## config.mk

```make
export PLATFORM = sky130hd
export DESIGN_NAME = decoder_top
export DESIGN_NICKNAME = d
export VERILOG_FILES = /design/src/source/decode_pkg.sv /design/src/source/ctrl_if.sv /design/src/source/operand_if.sv /design/src/source/instr_classify.sv /design/src/source/control_gen.sv /design/src/source/operand_gen.sv /design/src/source/id_register.sv /design/src/source/decoder_top.sv
export SDC_FILE = /design/constraint.sdc
export NUM_CORES = 1
export LEC_CHECK = 0
export ABC_AREA = 1
export BUFFER_PORTS_ARGS = -buffer_cell sky130_fd_sc_hd__buf_2
export CORE_MARGIN = 5
export CORE_UTILIZATION = 45
export DETAILED_ROUTE_END_ITERATION = 10
export PLACE_DENSITY = 0.76
export REMOVE_ABC_BUFFERS = 1
export SKIP_LAST_GASP = 1
export SYNTH_ARGS = -nofsm -noshare
export SYNTH_HDL_FRONTEND = slang
export SYNTH_HIERARCHICAL = 1
export SYNTH_SLANG_ARGS = --single-unit
```

## constraint.sdc

```tcl
create_clock -name clk -period 2.95 [get_ports clk]
set_input_delay 0.4425 -clock clk [delete_from_list [all_inputs] [get_ports clk]]
set_output_delay 0.4425 -clock clk [all_outputs]
set_load 0.005 [all_outputs]
```

## src/source/decode_pkg.sv

```systemverilog
package decode_pkg;

	localparam int word_w = 16;
	localparam int reg_w = 4;

	typedef logic [word_w-1:0] word_t;
	typedef logic [reg_w-1:0] reg_addr_t;

	// Special registers above the eight general ones
	localparam reg_addr_t reg_sp = 4'd8;
	localparam reg_addr_t reg_t = 4'd9;
	localparam reg_addr_t reg_ra = 4'd11;
	localparam reg_addr_t reg_none = 4'd15;

	////////////////////////////////////////////////////////////////////////////
	// Major opcodes, bits 15:11
	////////////////////////////////////////////////////////////////////////////

	localparam logic [4:0] op_nop = 5'b00001;
	localparam logic [4:0] op_b = 5'b00010;
	localparam logic [4:0] op_beqz = 5'b00100;
	localparam logic [4:0] op_bnez = 5'b00101;
	localparam logic [4:0] op_shift = 5'b00110;
	localparam logic [4:0] op_addiu3 = 5'b01000;
	localparam logic [4:0] op_addiu = 5'b01001;
	localparam logic [4:0] op_group_sp = 5'b01100;
	localparam logic [4:0] op_li = 5'b01101;
	localparam logic [4:0] op_cmpi = 5'b01110;
	localparam logic [4:0] op_lw_sp = 5'b10010;
	localparam logic [4:0] op_lw = 5'b10011;
	localparam logic [4:0] op_sw_sp = 5'b11010;
	localparam logic [4:0] op_sw = 5'b11011;
	localparam logic [4:0] op_addsubu = 5'b11100;
	localparam logic [4:0] op_group_rr = 5'b11101;

	// SP group, bits 10:8
	localparam logic [2:0] sp_bteqz = 3'b000;
	localparam logic [2:0] sp_btnez = 3'b001;
	localparam logic [2:0] sp_sw_rs = 3'b010;
	localparam logic [2:0] sp_addsp = 3'b011;
	localparam logic [2:0] sp_mtsp = 3'b100;

	// ADDU/SUBU and shifts, bits 1:0
	localparam logic [1:0] fn_addu = 2'b01;
	localparam logic [1:0] fn_subu = 2'b11;
	localparam logic [1:0] fn_sll = 2'b00;
	localparam logic [1:0] fn_sra = 2'b11;

	// Register group, bits 4:0
	localparam logic [4:0] rr_pc = 5'b00000;
	localparam logic [4:0] rr_slt = 5'b00010;
	localparam logic [4:0] rr_srav = 5'b00111;
	localparam logic [4:0] rr_cmp = 5'b01010;
	localparam logic [4:0] rr_and = 5'b01100;
	localparam logic [4:0] rr_or = 5'b01101;

	// JR/MFPC, bits 7:5
	localparam logic [2:0] pc_jr = 3'b000;
	localparam logic [2:0] pc_mfpc = 3'b010;

	////////////////////////////////////////////////////////////////////////////
	// Decoded types
	////////////////////////////////////////////////////////////////////////////

	typedef enum logic [4:0] {
		kind_nop, kind_addiu, kind_addiu3, kind_addsp, kind_bteqz,
		kind_btnez, kind_mtsp, kind_sw_rs, kind_addu, kind_subu,
		kind_b, kind_beqz, kind_bnez, kind_and, kind_or,
		kind_cmp, kind_slt, kind_srav, kind_jr, kind_mfpc,
		kind_li, kind_lw, kind_lw_sp, kind_sll, kind_sra,
		kind_sw, kind_sw_sp, kind_cmpi
	} instr_kind_e;

	typedef enum logic [3:0] {
		alu_add = 4'd0,
		alu_and = 4'd1,
		alu_or = 4'd2,
		alu_sll = 4'd3,
		alu_srl = 4'd4,
		alu_sra = 4'd5,
		alu_sub = 4'd6,
		alu_equal = 4'd7,
		alu_less = 4'd8,
		alu_move = 4'd9,
		alu_empty = 4'd15
	} alu_op_e;

	typedef enum logic [2:0] {
		src_none = 3'd0,
		r1_r2 = 3'd1,
		r1_im = 3'd2,
		r1_nu = 3'd3, // Register passed through
		im_nu = 3'd4 // Immediate passed through
	} alu_src_e;

	typedef enum logic [1:0] {
		br_always = 2'd0,
		br_eqz = 2'd1,
		br_nez = 2'd2,
		br_none = 2'd3
	} branch_cond_e;

endpackage

```

## src/source/ctrl_if.sv

```systemverilog
`timescale 1ns/1ps

interface ctrl_if;

	decode_pkg::alu_op_e alu_op;
	decode_pkg::alu_src_e alu_src;
	decode_pkg::branch_cond_e branch_cond;
	logic is_jump;
	logic mem_read;
	logic mem_write;
	logic reg_write;
	logic mem_to_reg; // Write-back from memory, not ALU

	modport source(
		output alu_op, alu_src, branch_cond, is_jump,
		output mem_read, mem_write, reg_write, mem_to_reg
	);

	modport sink(
		input alu_op, alu_src, branch_cond, is_jump,
		input mem_read, mem_write, reg_write, mem_to_reg
	);

endinterface

```

## src/source/operand_if.sv

```systemverilog
`timescale 1ns/1ps

interface operand_if;

	// Register file read ports
	decode_pkg::reg_addr_t reg_a;
	decode_pkg::reg_addr_t reg_b;

	// Hazard sources
	decode_pkg::reg_addr_t src_a;
	decode_pkg::reg_addr_t src_b;
	decode_pkg::reg_addr_t src_sw; // Store data register

	decode_pkg::reg_addr_t w_reg;
	decode_pkg::word_t immediate;

	modport source(
		output reg_a, reg_b, src_a, src_b, src_sw,
		output w_reg, immediate
	);

	modport sink(
		input reg_a, reg_b, src_a, src_b, src_sw,
		input w_reg, immediate
	);

endinterface

```

## src/source/instr_classify.sv

```systemverilog
`timescale 1ns/1ps

module instr_classify (
	input decode_pkg::word_t instruction,
	output decode_pkg::instr_kind_e kind
);

	logic [4:0] op;

	assign op = instruction[15:11];

	always_comb begin
		kind = decode_pkg::kind_nop;
		case (op)
			decode_pkg::op_nop: kind = decode_pkg::kind_nop;
			decode_pkg::op_b: kind = decode_pkg::kind_b;
			decode_pkg::op_beqz: kind = decode_pkg::kind_beqz;
			decode_pkg::op_bnez: kind = decode_pkg::kind_bnez;
			decode_pkg::op_addiu3: kind = decode_pkg::kind_addiu3;
			decode_pkg::op_addiu: kind = decode_pkg::kind_addiu;
			decode_pkg::op_li: kind = decode_pkg::kind_li;
			decode_pkg::op_cmpi: kind = decode_pkg::kind_cmpi;
			decode_pkg::op_lw_sp: kind = decode_pkg::kind_lw_sp;
			decode_pkg::op_lw: kind = decode_pkg::kind_lw;
			decode_pkg::op_sw_sp: kind = decode_pkg::kind_sw_sp;
			decode_pkg::op_sw: kind = decode_pkg::kind_sw;
			decode_pkg::op_shift: begin
				case (instruction[1:0])
					decode_pkg::fn_sll: kind = decode_pkg::kind_sll;
					decode_pkg::fn_sra: kind = decode_pkg::kind_sra;
					default: kind = decode_pkg::kind_nop;
				endcase
			end
			decode_pkg::op_addsubu: begin
				case (instruction[1:0])
					decode_pkg::fn_addu: kind = decode_pkg::kind_addu;
					decode_pkg::fn_subu: kind = decode_pkg::kind_subu;
					default: kind = decode_pkg::kind_nop;
				endcase
			end
			decode_pkg::op_group_sp: begin
				case (instruction[10:8])
					decode_pkg::sp_bteqz: kind = decode_pkg::kind_bteqz;
					decode_pkg::sp_btnez: kind = decode_pkg::kind_btnez;
					decode_pkg::sp_sw_rs: kind = decode_pkg::kind_sw_rs;
					decode_pkg::sp_addsp: kind = decode_pkg::kind_addsp;
					decode_pkg::sp_mtsp: kind = decode_pkg::kind_mtsp;
					default: kind = decode_pkg::kind_nop;
				endcase
			end
			decode_pkg::op_group_rr: begin
				case (instruction[4:0])
					decode_pkg::rr_and: kind = decode_pkg::kind_and;
					decode_pkg::rr_or: kind = decode_pkg::kind_or;
					decode_pkg::rr_cmp: kind = decode_pkg::kind_cmp;
					decode_pkg::rr_slt: kind = decode_pkg::kind_slt;
					decode_pkg::rr_srav: kind = decode_pkg::kind_srav;
					decode_pkg::rr_pc: begin // JR and MFPC share this code
						case (instruction[7:5])
							decode_pkg::pc_jr: kind = decode_pkg::kind_jr;
							decode_pkg::pc_mfpc: kind = decode_pkg::kind_mfpc;
							default: kind = decode_pkg::kind_nop;
						endcase
					end
					default: kind = decode_pkg::kind_nop;
				endcase
			end
			default: kind = decode_pkg::kind_nop; // Interrupt group lands here too
		endcase
	end

endmodule

```

## src/source/control_gen.sv

```systemverilog
`timescale 1ns/1ps

module control_gen (
	input decode_pkg::instr_kind_e kind,
	ctrl_if.source ctrl
);

	////////////////////////////////////////////////////////////////////////////
	// ALU operation and operand selection
	////////////////////////////////////////////////////////////////////////////

	always_comb begin
		ctrl.alu_op = decode_pkg::alu_empty;
		ctrl.alu_src = decode_pkg::src_none;
		case (kind)
			decode_pkg::kind_addiu, decode_pkg::kind_addiu3, decode_pkg::kind_addsp,
			decode_pkg::kind_lw, decode_pkg::kind_lw_sp, decode_pkg::kind_sw,
			decode_pkg::kind_sw_sp, decode_pkg::kind_sw_rs: begin
				ctrl.alu_op = decode_pkg::alu_add; // Also address generation
				ctrl.alu_src = decode_pkg::r1_im;
			end
			decode_pkg::kind_addu: begin
				ctrl.alu_op = decode_pkg::alu_add;
				ctrl.alu_src = decode_pkg::r1_r2;
			end
			decode_pkg::kind_subu: begin
				ctrl.alu_op = decode_pkg::alu_sub;
				ctrl.alu_src = decode_pkg::r1_r2;
			end
			decode_pkg::kind_and: begin
				ctrl.alu_op = decode_pkg::alu_and;
				ctrl.alu_src = decode_pkg::r1_r2;
			end
			decode_pkg::kind_or: begin
				ctrl.alu_op = decode_pkg::alu_or;
				ctrl.alu_src = decode_pkg::r1_r2;
			end
			decode_pkg::kind_cmp: begin
				ctrl.alu_op = decode_pkg::alu_equal;
				ctrl.alu_src = decode_pkg::r1_r2;
			end
			decode_pkg::kind_slt: begin
				ctrl.alu_op = decode_pkg::alu_less;
				ctrl.alu_src = decode_pkg::r1_r2;
			end
			decode_pkg::kind_srav: begin
				ctrl.alu_op = decode_pkg::alu_sra;
				ctrl.alu_src = decode_pkg::r1_r2;
			end
			decode_pkg::kind_sll: begin
				ctrl.alu_op = decode_pkg::alu_sll;
				ctrl.alu_src = decode_pkg::r1_im;
			end
			decode_pkg::kind_sra: begin
				ctrl.alu_op = decode_pkg::alu_sra;
				ctrl.alu_src = decode_pkg::r1_im;
			end
			decode_pkg::kind_cmpi: begin
				ctrl.alu_op = decode_pkg::alu_equal;
				ctrl.alu_src = decode_pkg::r1_im;
			end
			decode_pkg::kind_mtsp: begin
				ctrl.alu_op = decode_pkg::alu_move;
				ctrl.alu_src = decode_pkg::r1_nu;
			end
			decode_pkg::kind_li, decode_pkg::kind_mfpc: begin
				ctrl.alu_op = decode_pkg::alu_move;
				ctrl.alu_src = decode_pkg::im_nu;
			end
			default: ; // Branches, JR and NOP keep the idle ALU
		endcase
	end

	////////////////////////////////////////////////////////////////////////////
	// Flow, memory and write-back
	////////////////////////////////////////////////////////////////////////////

	always_comb begin
		case (kind)
			decode_pkg::kind_b: ctrl.branch_cond = decode_pkg::br_always;
			decode_pkg::kind_beqz,
			decode_pkg::kind_bteqz: ctrl.branch_cond = decode_pkg::br_eqz;
			decode_pkg::kind_bnez,
			decode_pkg::kind_btnez: ctrl.branch_cond = decode_pkg::br_nez;
			default: ctrl.branch_cond = decode_pkg::br_none;
		endcase
	end

	assign ctrl.is_jump = (kind == decode_pkg::kind_jr);

	assign ctrl.mem_read = (kind == decode_pkg::kind_lw) || (kind == decode_pkg::kind_lw_sp);
	assign ctrl.mem_to_reg = ctrl.mem_read;
	assign ctrl.mem_write = (kind == decode_pkg::kind_sw) || (kind == decode_pkg::kind_sw_sp) ||
		(kind == decode_pkg::kind_sw_rs);

	always_comb begin
		case (kind)
			decode_pkg::kind_addiu, decode_pkg::kind_addiu3, decode_pkg::kind_addsp,
			decode_pkg::kind_mtsp, decode_pkg::kind_addu, decode_pkg::kind_subu,
			decode_pkg::kind_and, decode_pkg::kind_or, decode_pkg::kind_cmp,
			decode_pkg::kind_slt, decode_pkg::kind_srav, decode_pkg::kind_mfpc,
			decode_pkg::kind_li, decode_pkg::kind_lw, decode_pkg::kind_lw_sp,
			decode_pkg::kind_sll, decode_pkg::kind_sra,
			decode_pkg::kind_cmpi: ctrl.reg_write = 1'b1;
			default: ctrl.reg_write = 1'b0;
		endcase
	end

endmodule

```

## src/source/operand_gen.sv

```systemverilog
`timescale 1ns/1ps

module operand_gen (
	input decode_pkg::instr_kind_e kind,
	input decode_pkg::word_t instruction,
	input decode_pkg::word_t pc,
	operand_if.source opnd
);

	decode_pkg::reg_addr_t rx;
	decode_pkg::reg_addr_t ry;
	decode_pkg::reg_addr_t rz;
	decode_pkg::reg_addr_t reg_a_sel;
	decode_pkg::reg_addr_t reg_b_sel;
	decode_pkg::word_t shamt;
	logic flow_change; // Branch or JR
	logic two_reg;

	assign rx = {1'b0, instruction[10:8]};
	assign ry = {1'b0, instruction[7:5]};
	assign rz = {1'b0, instruction[4:2]};

	// Shift field of 0 encodes a shift by 8
	assign shamt = (instruction[4:2] == 3'd0) ? decode_pkg::word_t'(8) :
		decode_pkg::word_t'(instruction[4:2]);

	assign flow_change = (kind == decode_pkg::kind_b) || (kind == decode_pkg::kind_beqz) ||
		(kind == decode_pkg::kind_bnez) || (kind == decode_pkg::kind_bteqz) ||
		(kind == decode_pkg::kind_btnez) || (kind == decode_pkg::kind_jr);

	assign two_reg = (kind == decode_pkg::kind_addu) || (kind == decode_pkg::kind_subu) ||
		(kind == decode_pkg::kind_and) || (kind == decode_pkg::kind_or) ||
		(kind == decode_pkg::kind_cmp) || (kind == decode_pkg::kind_slt) ||
		(kind == decode_pkg::kind_srav);

	////////////////////////////////////////////////////////////////////////////
	// Register reads and hazard sources
	////////////////////////////////////////////////////////////////////////////

	always_comb begin
		case (kind)
			decode_pkg::kind_mtsp, decode_pkg::kind_sll, decode_pkg::kind_sra,
			decode_pkg::kind_srav: reg_a_sel = ry;
			decode_pkg::kind_addsp, decode_pkg::kind_lw_sp, decode_pkg::kind_sw_sp,
			decode_pkg::kind_sw_rs: reg_a_sel = decode_pkg::reg_sp;
			decode_pkg::kind_bteqz, decode_pkg::kind_btnez: reg_a_sel = decode_pkg::reg_t;
			decode_pkg::kind_b, decode_pkg::kind_li, decode_pkg::kind_mfpc,
			decode_pkg::kind_nop: reg_a_sel = decode_pkg::reg_none;
			default: reg_a_sel = rx;
		endcase
	end

	always_comb begin
		case (kind)
			decode_pkg::kind_addu, decode_pkg::kind_subu, decode_pkg::kind_and,
			decode_pkg::kind_or, decode_pkg::kind_cmp, decode_pkg::kind_slt,
			decode_pkg::kind_sw: reg_b_sel = ry;
			decode_pkg::kind_srav, decode_pkg::kind_sw_sp: reg_b_sel = rx;
			decode_pkg::kind_sw_rs: reg_b_sel = decode_pkg::reg_ra;
			default: reg_b_sel = decode_pkg::reg_none;
		endcase
	end

	assign opnd.reg_a = reg_a_sel;
	assign opnd.reg_b = reg_b_sel;
	assign opnd.src_a = flow_change ? decode_pkg::reg_none : reg_a_sel;
	assign opnd.src_b = two_reg ? reg_b_sel : decode_pkg::reg_none;

	// Store data read through port B for every store
	assign opnd.src_sw = ctrl_store(kind) ? reg_b_sel : decode_pkg::reg_none;

	function automatic logic ctrl_store(input decode_pkg::instr_kind_e k);
		return (k == decode_pkg::kind_sw) || (k == decode_pkg::kind_sw_sp) ||
			(k == decode_pkg::kind_sw_rs);
	endfunction

	////////////////////////////////////////////////////////////////////////////
	// Write register and immediate
	////////////////////////////////////////////////////////////////////////////

	always_comb begin
		case (kind)
			decode_pkg::kind_addiu, decode_pkg::kind_and, decode_pkg::kind_or,
			decode_pkg::kind_mfpc, decode_pkg::kind_li, decode_pkg::kind_lw_sp,
			decode_pkg::kind_sll, decode_pkg::kind_sra: opnd.w_reg = rx;
			decode_pkg::kind_addiu3, decode_pkg::kind_lw,
			decode_pkg::kind_srav: opnd.w_reg = ry;
			decode_pkg::kind_addu, decode_pkg::kind_subu: opnd.w_reg = rz;
			decode_pkg::kind_addsp, decode_pkg::kind_mtsp: opnd.w_reg = decode_pkg::reg_sp;
			decode_pkg::kind_cmp, decode_pkg::kind_slt,
			decode_pkg::kind_cmpi: opnd.w_reg = decode_pkg::reg_t;
			default: opnd.w_reg = decode_pkg::reg_none;
		endcase
	end

	always_comb begin
		case (kind)
			decode_pkg::kind_addiu, decode_pkg::kind_addsp, decode_pkg::kind_beqz,
			decode_pkg::kind_bnez, decode_pkg::kind_bteqz, decode_pkg::kind_btnez,
			decode_pkg::kind_lw_sp, decode_pkg::kind_sw_sp, decode_pkg::kind_sw_rs,
			decode_pkg::kind_cmpi:
				opnd.immediate = {{(decode_pkg::word_w - 8){instruction[7]}}, instruction[7:0]};
			decode_pkg::kind_addiu3:
				opnd.immediate = {{(decode_pkg::word_w - 4){instruction[3]}}, instruction[3:0]};
			decode_pkg::kind_lw, decode_pkg::kind_sw:
				opnd.immediate = {{(decode_pkg::word_w - 5){instruction[4]}}, instruction[4:0]};
			decode_pkg::kind_b:
				opnd.immediate = {{(decode_pkg::word_w - 11){instruction[10]}}, instruction[10:0]};
			decode_pkg::kind_li:
				opnd.immediate = {{(decode_pkg::word_w - 8){1'b0}}, instruction[7:0]};
			decode_pkg::kind_mfpc: opnd.immediate = pc;
			decode_pkg::kind_sll, decode_pkg::kind_sra: opnd.immediate = shamt;
			default: opnd.immediate = '0;
		endcase
	end

endmodule

```

## src/source/id_register.sv

```systemverilog
`timescale 1ns/1ps

module id_register (
	input logic clk,
	input logic rst,
	ctrl_if.sink ctrl,
	operand_if.sink opnd,
	output decode_pkg::alu_op_e alu_op,
	output decode_pkg::alu_src_e alu_src,
	output decode_pkg::branch_cond_e branch_cond,
	output logic is_jump,
	output logic mem_read,
	output logic mem_write,
	output logic reg_write,
	output logic mem_to_reg,
	output decode_pkg::reg_addr_t reg_a,
	output decode_pkg::reg_addr_t reg_b,
	output decode_pkg::reg_addr_t src_a,
	output decode_pkg::reg_addr_t src_b,
	output decode_pkg::reg_addr_t src_sw,
	output decode_pkg::reg_addr_t w_reg,
	output decode_pkg::word_t immediate
);

	always_ff @(posedge clk) begin
		if (rst) begin // Load the NOP word
			alu_op <= decode_pkg::alu_empty;
			alu_src <= decode_pkg::src_none;
			branch_cond <= decode_pkg::br_none;
			is_jump <= 1'b0;
			mem_read <= 1'b0;
			mem_write <= 1'b0;
			reg_write <= 1'b0;
			mem_to_reg <= 1'b0;
			reg_a <= decode_pkg::reg_none;
			reg_b <= decode_pkg::reg_none;
			src_a <= decode_pkg::reg_none;
			src_b <= decode_pkg::reg_none;
			src_sw <= decode_pkg::reg_none;
			w_reg <= decode_pkg::reg_none;
			immediate <= '0;
		end else begin
			alu_op <= ctrl.alu_op;
			alu_src <= ctrl.alu_src;
			branch_cond <= ctrl.branch_cond;
			is_jump <= ctrl.is_jump;
			mem_read <= ctrl.mem_read;
			mem_write <= ctrl.mem_write;
			reg_write <= ctrl.reg_write;
			mem_to_reg <= ctrl.mem_to_reg;
			reg_a <= opnd.reg_a;
			reg_b <= opnd.reg_b;
			src_a <= opnd.src_a;
			src_b <= opnd.src_b;
			src_sw <= opnd.src_sw;
			w_reg <= opnd.w_reg;
			immediate <= opnd.immediate;
		end
	end

endmodule

```

## src/source/decoder_top.sv

```systemverilog
`timescale 1ns/1ps

module decoder_top (
	input logic clk,
	input logic rst,
	input decode_pkg::word_t instruction,
	input decode_pkg::word_t pc,
	output decode_pkg::alu_op_e alu_op,
	output decode_pkg::alu_src_e alu_src,
	output decode_pkg::branch_cond_e branch_cond,
	output logic is_jump,
	output logic mem_read,
	output logic mem_write,
	output logic reg_write,
	output logic mem_to_reg,
	output decode_pkg::reg_addr_t reg_a,
	output decode_pkg::reg_addr_t reg_b,
	output decode_pkg::reg_addr_t src_a,
	output decode_pkg::reg_addr_t src_b,
	output decode_pkg::reg_addr_t src_sw,
	output decode_pkg::reg_addr_t w_reg,
	output decode_pkg::word_t immediate
);

	decode_pkg::instr_kind_e kind;

	ctrl_if ctrl_bus ();
	operand_if opnd_bus ();

	instr_classify u_classify (.instruction(instruction), .kind(kind));

	control_gen u_control (.kind(kind), .ctrl(ctrl_bus.source));

	operand_gen u_operand (
		.kind(kind),
		.instruction(instruction),
		.pc(pc),
		.opnd(opnd_bus.source)
	);

	id_register u_id_ex (
		.clk(clk),
		.rst(rst),
		.ctrl(ctrl_bus.sink),
		.opnd(opnd_bus.sink),
		.alu_op(alu_op),
		.alu_src(alu_src),
		.branch_cond(branch_cond),
		.is_jump(is_jump),
		.mem_read(mem_read),
		.mem_write(mem_write),
		.reg_write(reg_write),
		.mem_to_reg(mem_to_reg),
		.reg_a(reg_a),
		.reg_b(reg_b),
		.src_a(src_a),
		.src_b(src_b),
		.src_sw(src_sw),
		.w_reg(w_reg),
		.immediate(immediate)
	);

endmodule

```

==> impl_metrics.ini <==
[drt]
first_iter_violations = 323
wire_per_inst_um = 11.8
postRouteWirelength_um = 9550
detail_route.vias_per_cell = 4.91
route.antenna.remaining_nets = 0
drt_pass1_iterations = 5
route.vias.total = 3963
drt_drc_violations_left = 0

[floorplan]
floorplan.io_pins = 88
floorplan.rows = 33
core_um2 = 8090
floorplan.initialDensity = 0.456
design.die.area_um2 = 10100
die_h_um = 101
die_w_um = 101

[finish]
mostFrequentLayoutCell = sky130_fd_sc_hd__nand2_1
largest-register = u_id_ex/immediate
flow.area_growth_from_synthesis_pct = 18.1
share_of_layout_cells_above_drive_strength_1 = 0.232
nets = 743
finish.utilization = 0.539
post_layout_nonfiller_instances = 807
insertedDiodeCount = 0
most_frequent_cells_in_the_layout = sky130_fd_sc_hd__nand2_1 (168), sky130_fd_sc_hd__inv_1 (102), sky130_fd_sc_hd__buf_2 (87), sky130_fd_sc_hd__nor2_1 (78), sky130_fd_sc_hd__nand3_1 (66)
num-fill-cells = 863
largest_register_ffs = 16

[worst_setup_path]
setup.worst_path.class = input pin to flip-flop
timing.critical_path.required_ps = 3140
cp.arrival_ps = 2680
end_kind = flip-flop
startpoint = instruction[0]
start_kind = input pin
critPathMaxFanout = 7

[logic_synthesis]
synth_simple_gate_area_frac = 0.464
muxShareOfSynthArea = 0
yosys.area_share.adder = 0.0271
synth-main-ff-cell = sky130_fd_sc_hd__dfxtp_1
synth_cell_types = 35
combinational_family_with_the_most_area_after_synthesis = simple AND/OR/NAND/NOR gates
synth_edf_count = 0
netlist.area_leader.share = 0.293
ys_seq_elements = 54
yosysSeqAreaShare = 0.293
async_flop_share = 0
synth_compound_gate_area_share = 0.0667
syn-instance-count = 605
yosys.area_share.xor_xnor = 0
synth_area_leaders = sky130_fd_sc_hd__dfxtp_1 (29%), sky130_fd_sc_hd__nand2_1 (17%), sky130_fd_sc_hd__inv_1 (10%)
yosys_warnings = 6
synth_area_um2 = 3690
yosys.area.top_type = sky130_fd_sc_hd__dfxtp_1
synth_area_per_inst_um2 = 6.11

[cts]
cts_setup_buffers = 0
root_buffer = sky130_fd_sc_hd__clkbuf_8
clkSinkCount = 54
number_of_buffers_inserted_by_hold_repair_at_cts = 0
cts_made_buffers = 5
cts_tree = built
htree_levels = 2
cts-root-to-sink-buffers = 2
postCtsResizedCells = 0
clk_pin_slew_worst_paths_ps = 110

[pwr]
leakage_nw = 2.50
power.ir.vdd_worst_uv = 218
finalPower_w = 0.00184
power.density_cell_area_nw_per_um2 = 421

[placement]
dp.final_hpwl_um = 7690
numPlacedInstances = 799
finalWeightedCongestion = 0.954
numPortBuffers = 87

[sta]
min_period_ps = 2490
unrepaired_setup_endpoints_after_global_routing = no
timing.slew.headroom = 0.641
timing.final.crit_share = 0.842
transition_at_the_pin_with_the_smallest_max_transition_slack_ps = 539
final_max_slew_viol_count = 0
tns_ps = 0
final-hold-violation-count = 0
setup_viol_count_final = 0
clock.fmax_mhz = 402

[grt]
global_route_wire_length_before_repair_um = 15900
grt_usage = 0.190
antenna_violations_before_repair = 0
via_count_of_the_first_global_routing_pass = 3601
global_route.overflow_total = 0
grt_start_max_net_pins = 31

[worst_hold_path]
min_delay_startpoint = pc[6]
worstHoldPathType = input pin to flip-flop

[run_status]
run_status = completed

[flow_run]
cap_violations = 0
## per-stage QoR
stage               hold slack (ps)  worst slack, ps  area [um^2]
floorplan                       514             69.7         3580
global placement                764              192         4270
detailed placement              769              161         4270
CTS                             436              494         4360
global route                    448              134         4360
finish                          456              465         4360
## worst max-delay path, cell delays in order
cell and delay [ps]:
sky130_fd_sc_hd__buf_2 130, sky130_fd_sc_hd__inv_1 80, sky130_fd_sc_hd__ha_1 190, sky130_fd_sc_hd__inv_1 50, sky130_fd_sc_hd__nor2_1 80, sky130_fd_sc_hd__nand3_1 100
sky130_fd_sc_hd__nand3_1 90, sky130_fd_sc_hd__nand2_1 50, sky130_fd_sc_hd__nand4_1 190, sky130_fd_sc_hd__buf_4 190, sky130_fd_sc_hd__ha_1 290, sky130_fd_sc_hd__inv_1 60
sky130_fd_sc_hd__nor2_1 150, sky130_fd_sc_hd__nand2_1 90, sky130_fd_sc_hd__nand2_1 90, sky130_fd_sc_hd__inv_1 60, sky130_fd_sc_hd__nand3_1 80, sky130_fd_sc_hd__nor2_2 50
sky130_fd_sc_hd__nand2_2 80, sky130_fd_sc_hd__nand2_1 50, sky130_fd_sc_hd__inv_1 50, sky130_fd_sc_hd__nand2_1 40
## synthesized netlist by cell type (all sizes together) (3+ instances only)
cell / n
nand3: 68
dfxtp: 54
nor3: 6
nand3b: 10
nand4: 10
o2bb2ai: 3
buf: 12
o21ai: 11
inv: 117
ha: 8
a21oi: 18
nor2: 95
nand2: 181
## layout make-up
| type | instances | area [um^2] | area share |
|---|---|---|---|
| Clock buffer | 5 | 68.8 | 0.0158 |
| Clock inverter | 3 | 23.8 | 0.00545 |
| Timing Repair Buffer | 101 | 553 | 0.127 |
| Sequential cell | 54 | 1080 | 0.248 |
| Tap cell | 105 | 131 | 0.0301 |
| Multi-Input combinational cell | 422 | 2060 | 0.473 |
| Inverter | 117 | 442 | 0.101 |
## per-layer routing
metal	share of wire	up-vias	track usage
met5	0	-	0
met1	0.44	1770	0.240
li1	-	2054	-
met2	0.49	127	0.335
met3	0.059	12	0.0298
met4	0.0089	0	0.0518
## cell families (layout without fill, tap and decap cells)
logic type | after synthesis | in the layout
adder cells (fa/ha/maj) | 8 | 8
AND/OR/NAND/NOR | 375 | 375
buffers and inverters | 129 | 226
flip-flops | 54 | 54
AO/OA/AOI/OAI | 39 | 39
## final timing paths
kind                                to  slack [ps]  depth (start not counted)
hold / removal    u_id_ex/immediate[6]         460                          5
setup / recovery     u_id_ex/alu_op[3]         460                         22
## report_power, final
group | switching (W) | internal (W) | leakage, nW
Sequential | 0.0000146 | 0.000798 | 0.443
Clock | 0.000255 | 0.000170 | 0.0408
Combinational | 0.000374 | 0.000224 | 2.02
Total | 0.000644 | 0.00119 | 2.50
Note: power is estimated with default switching activity, not from simulation.
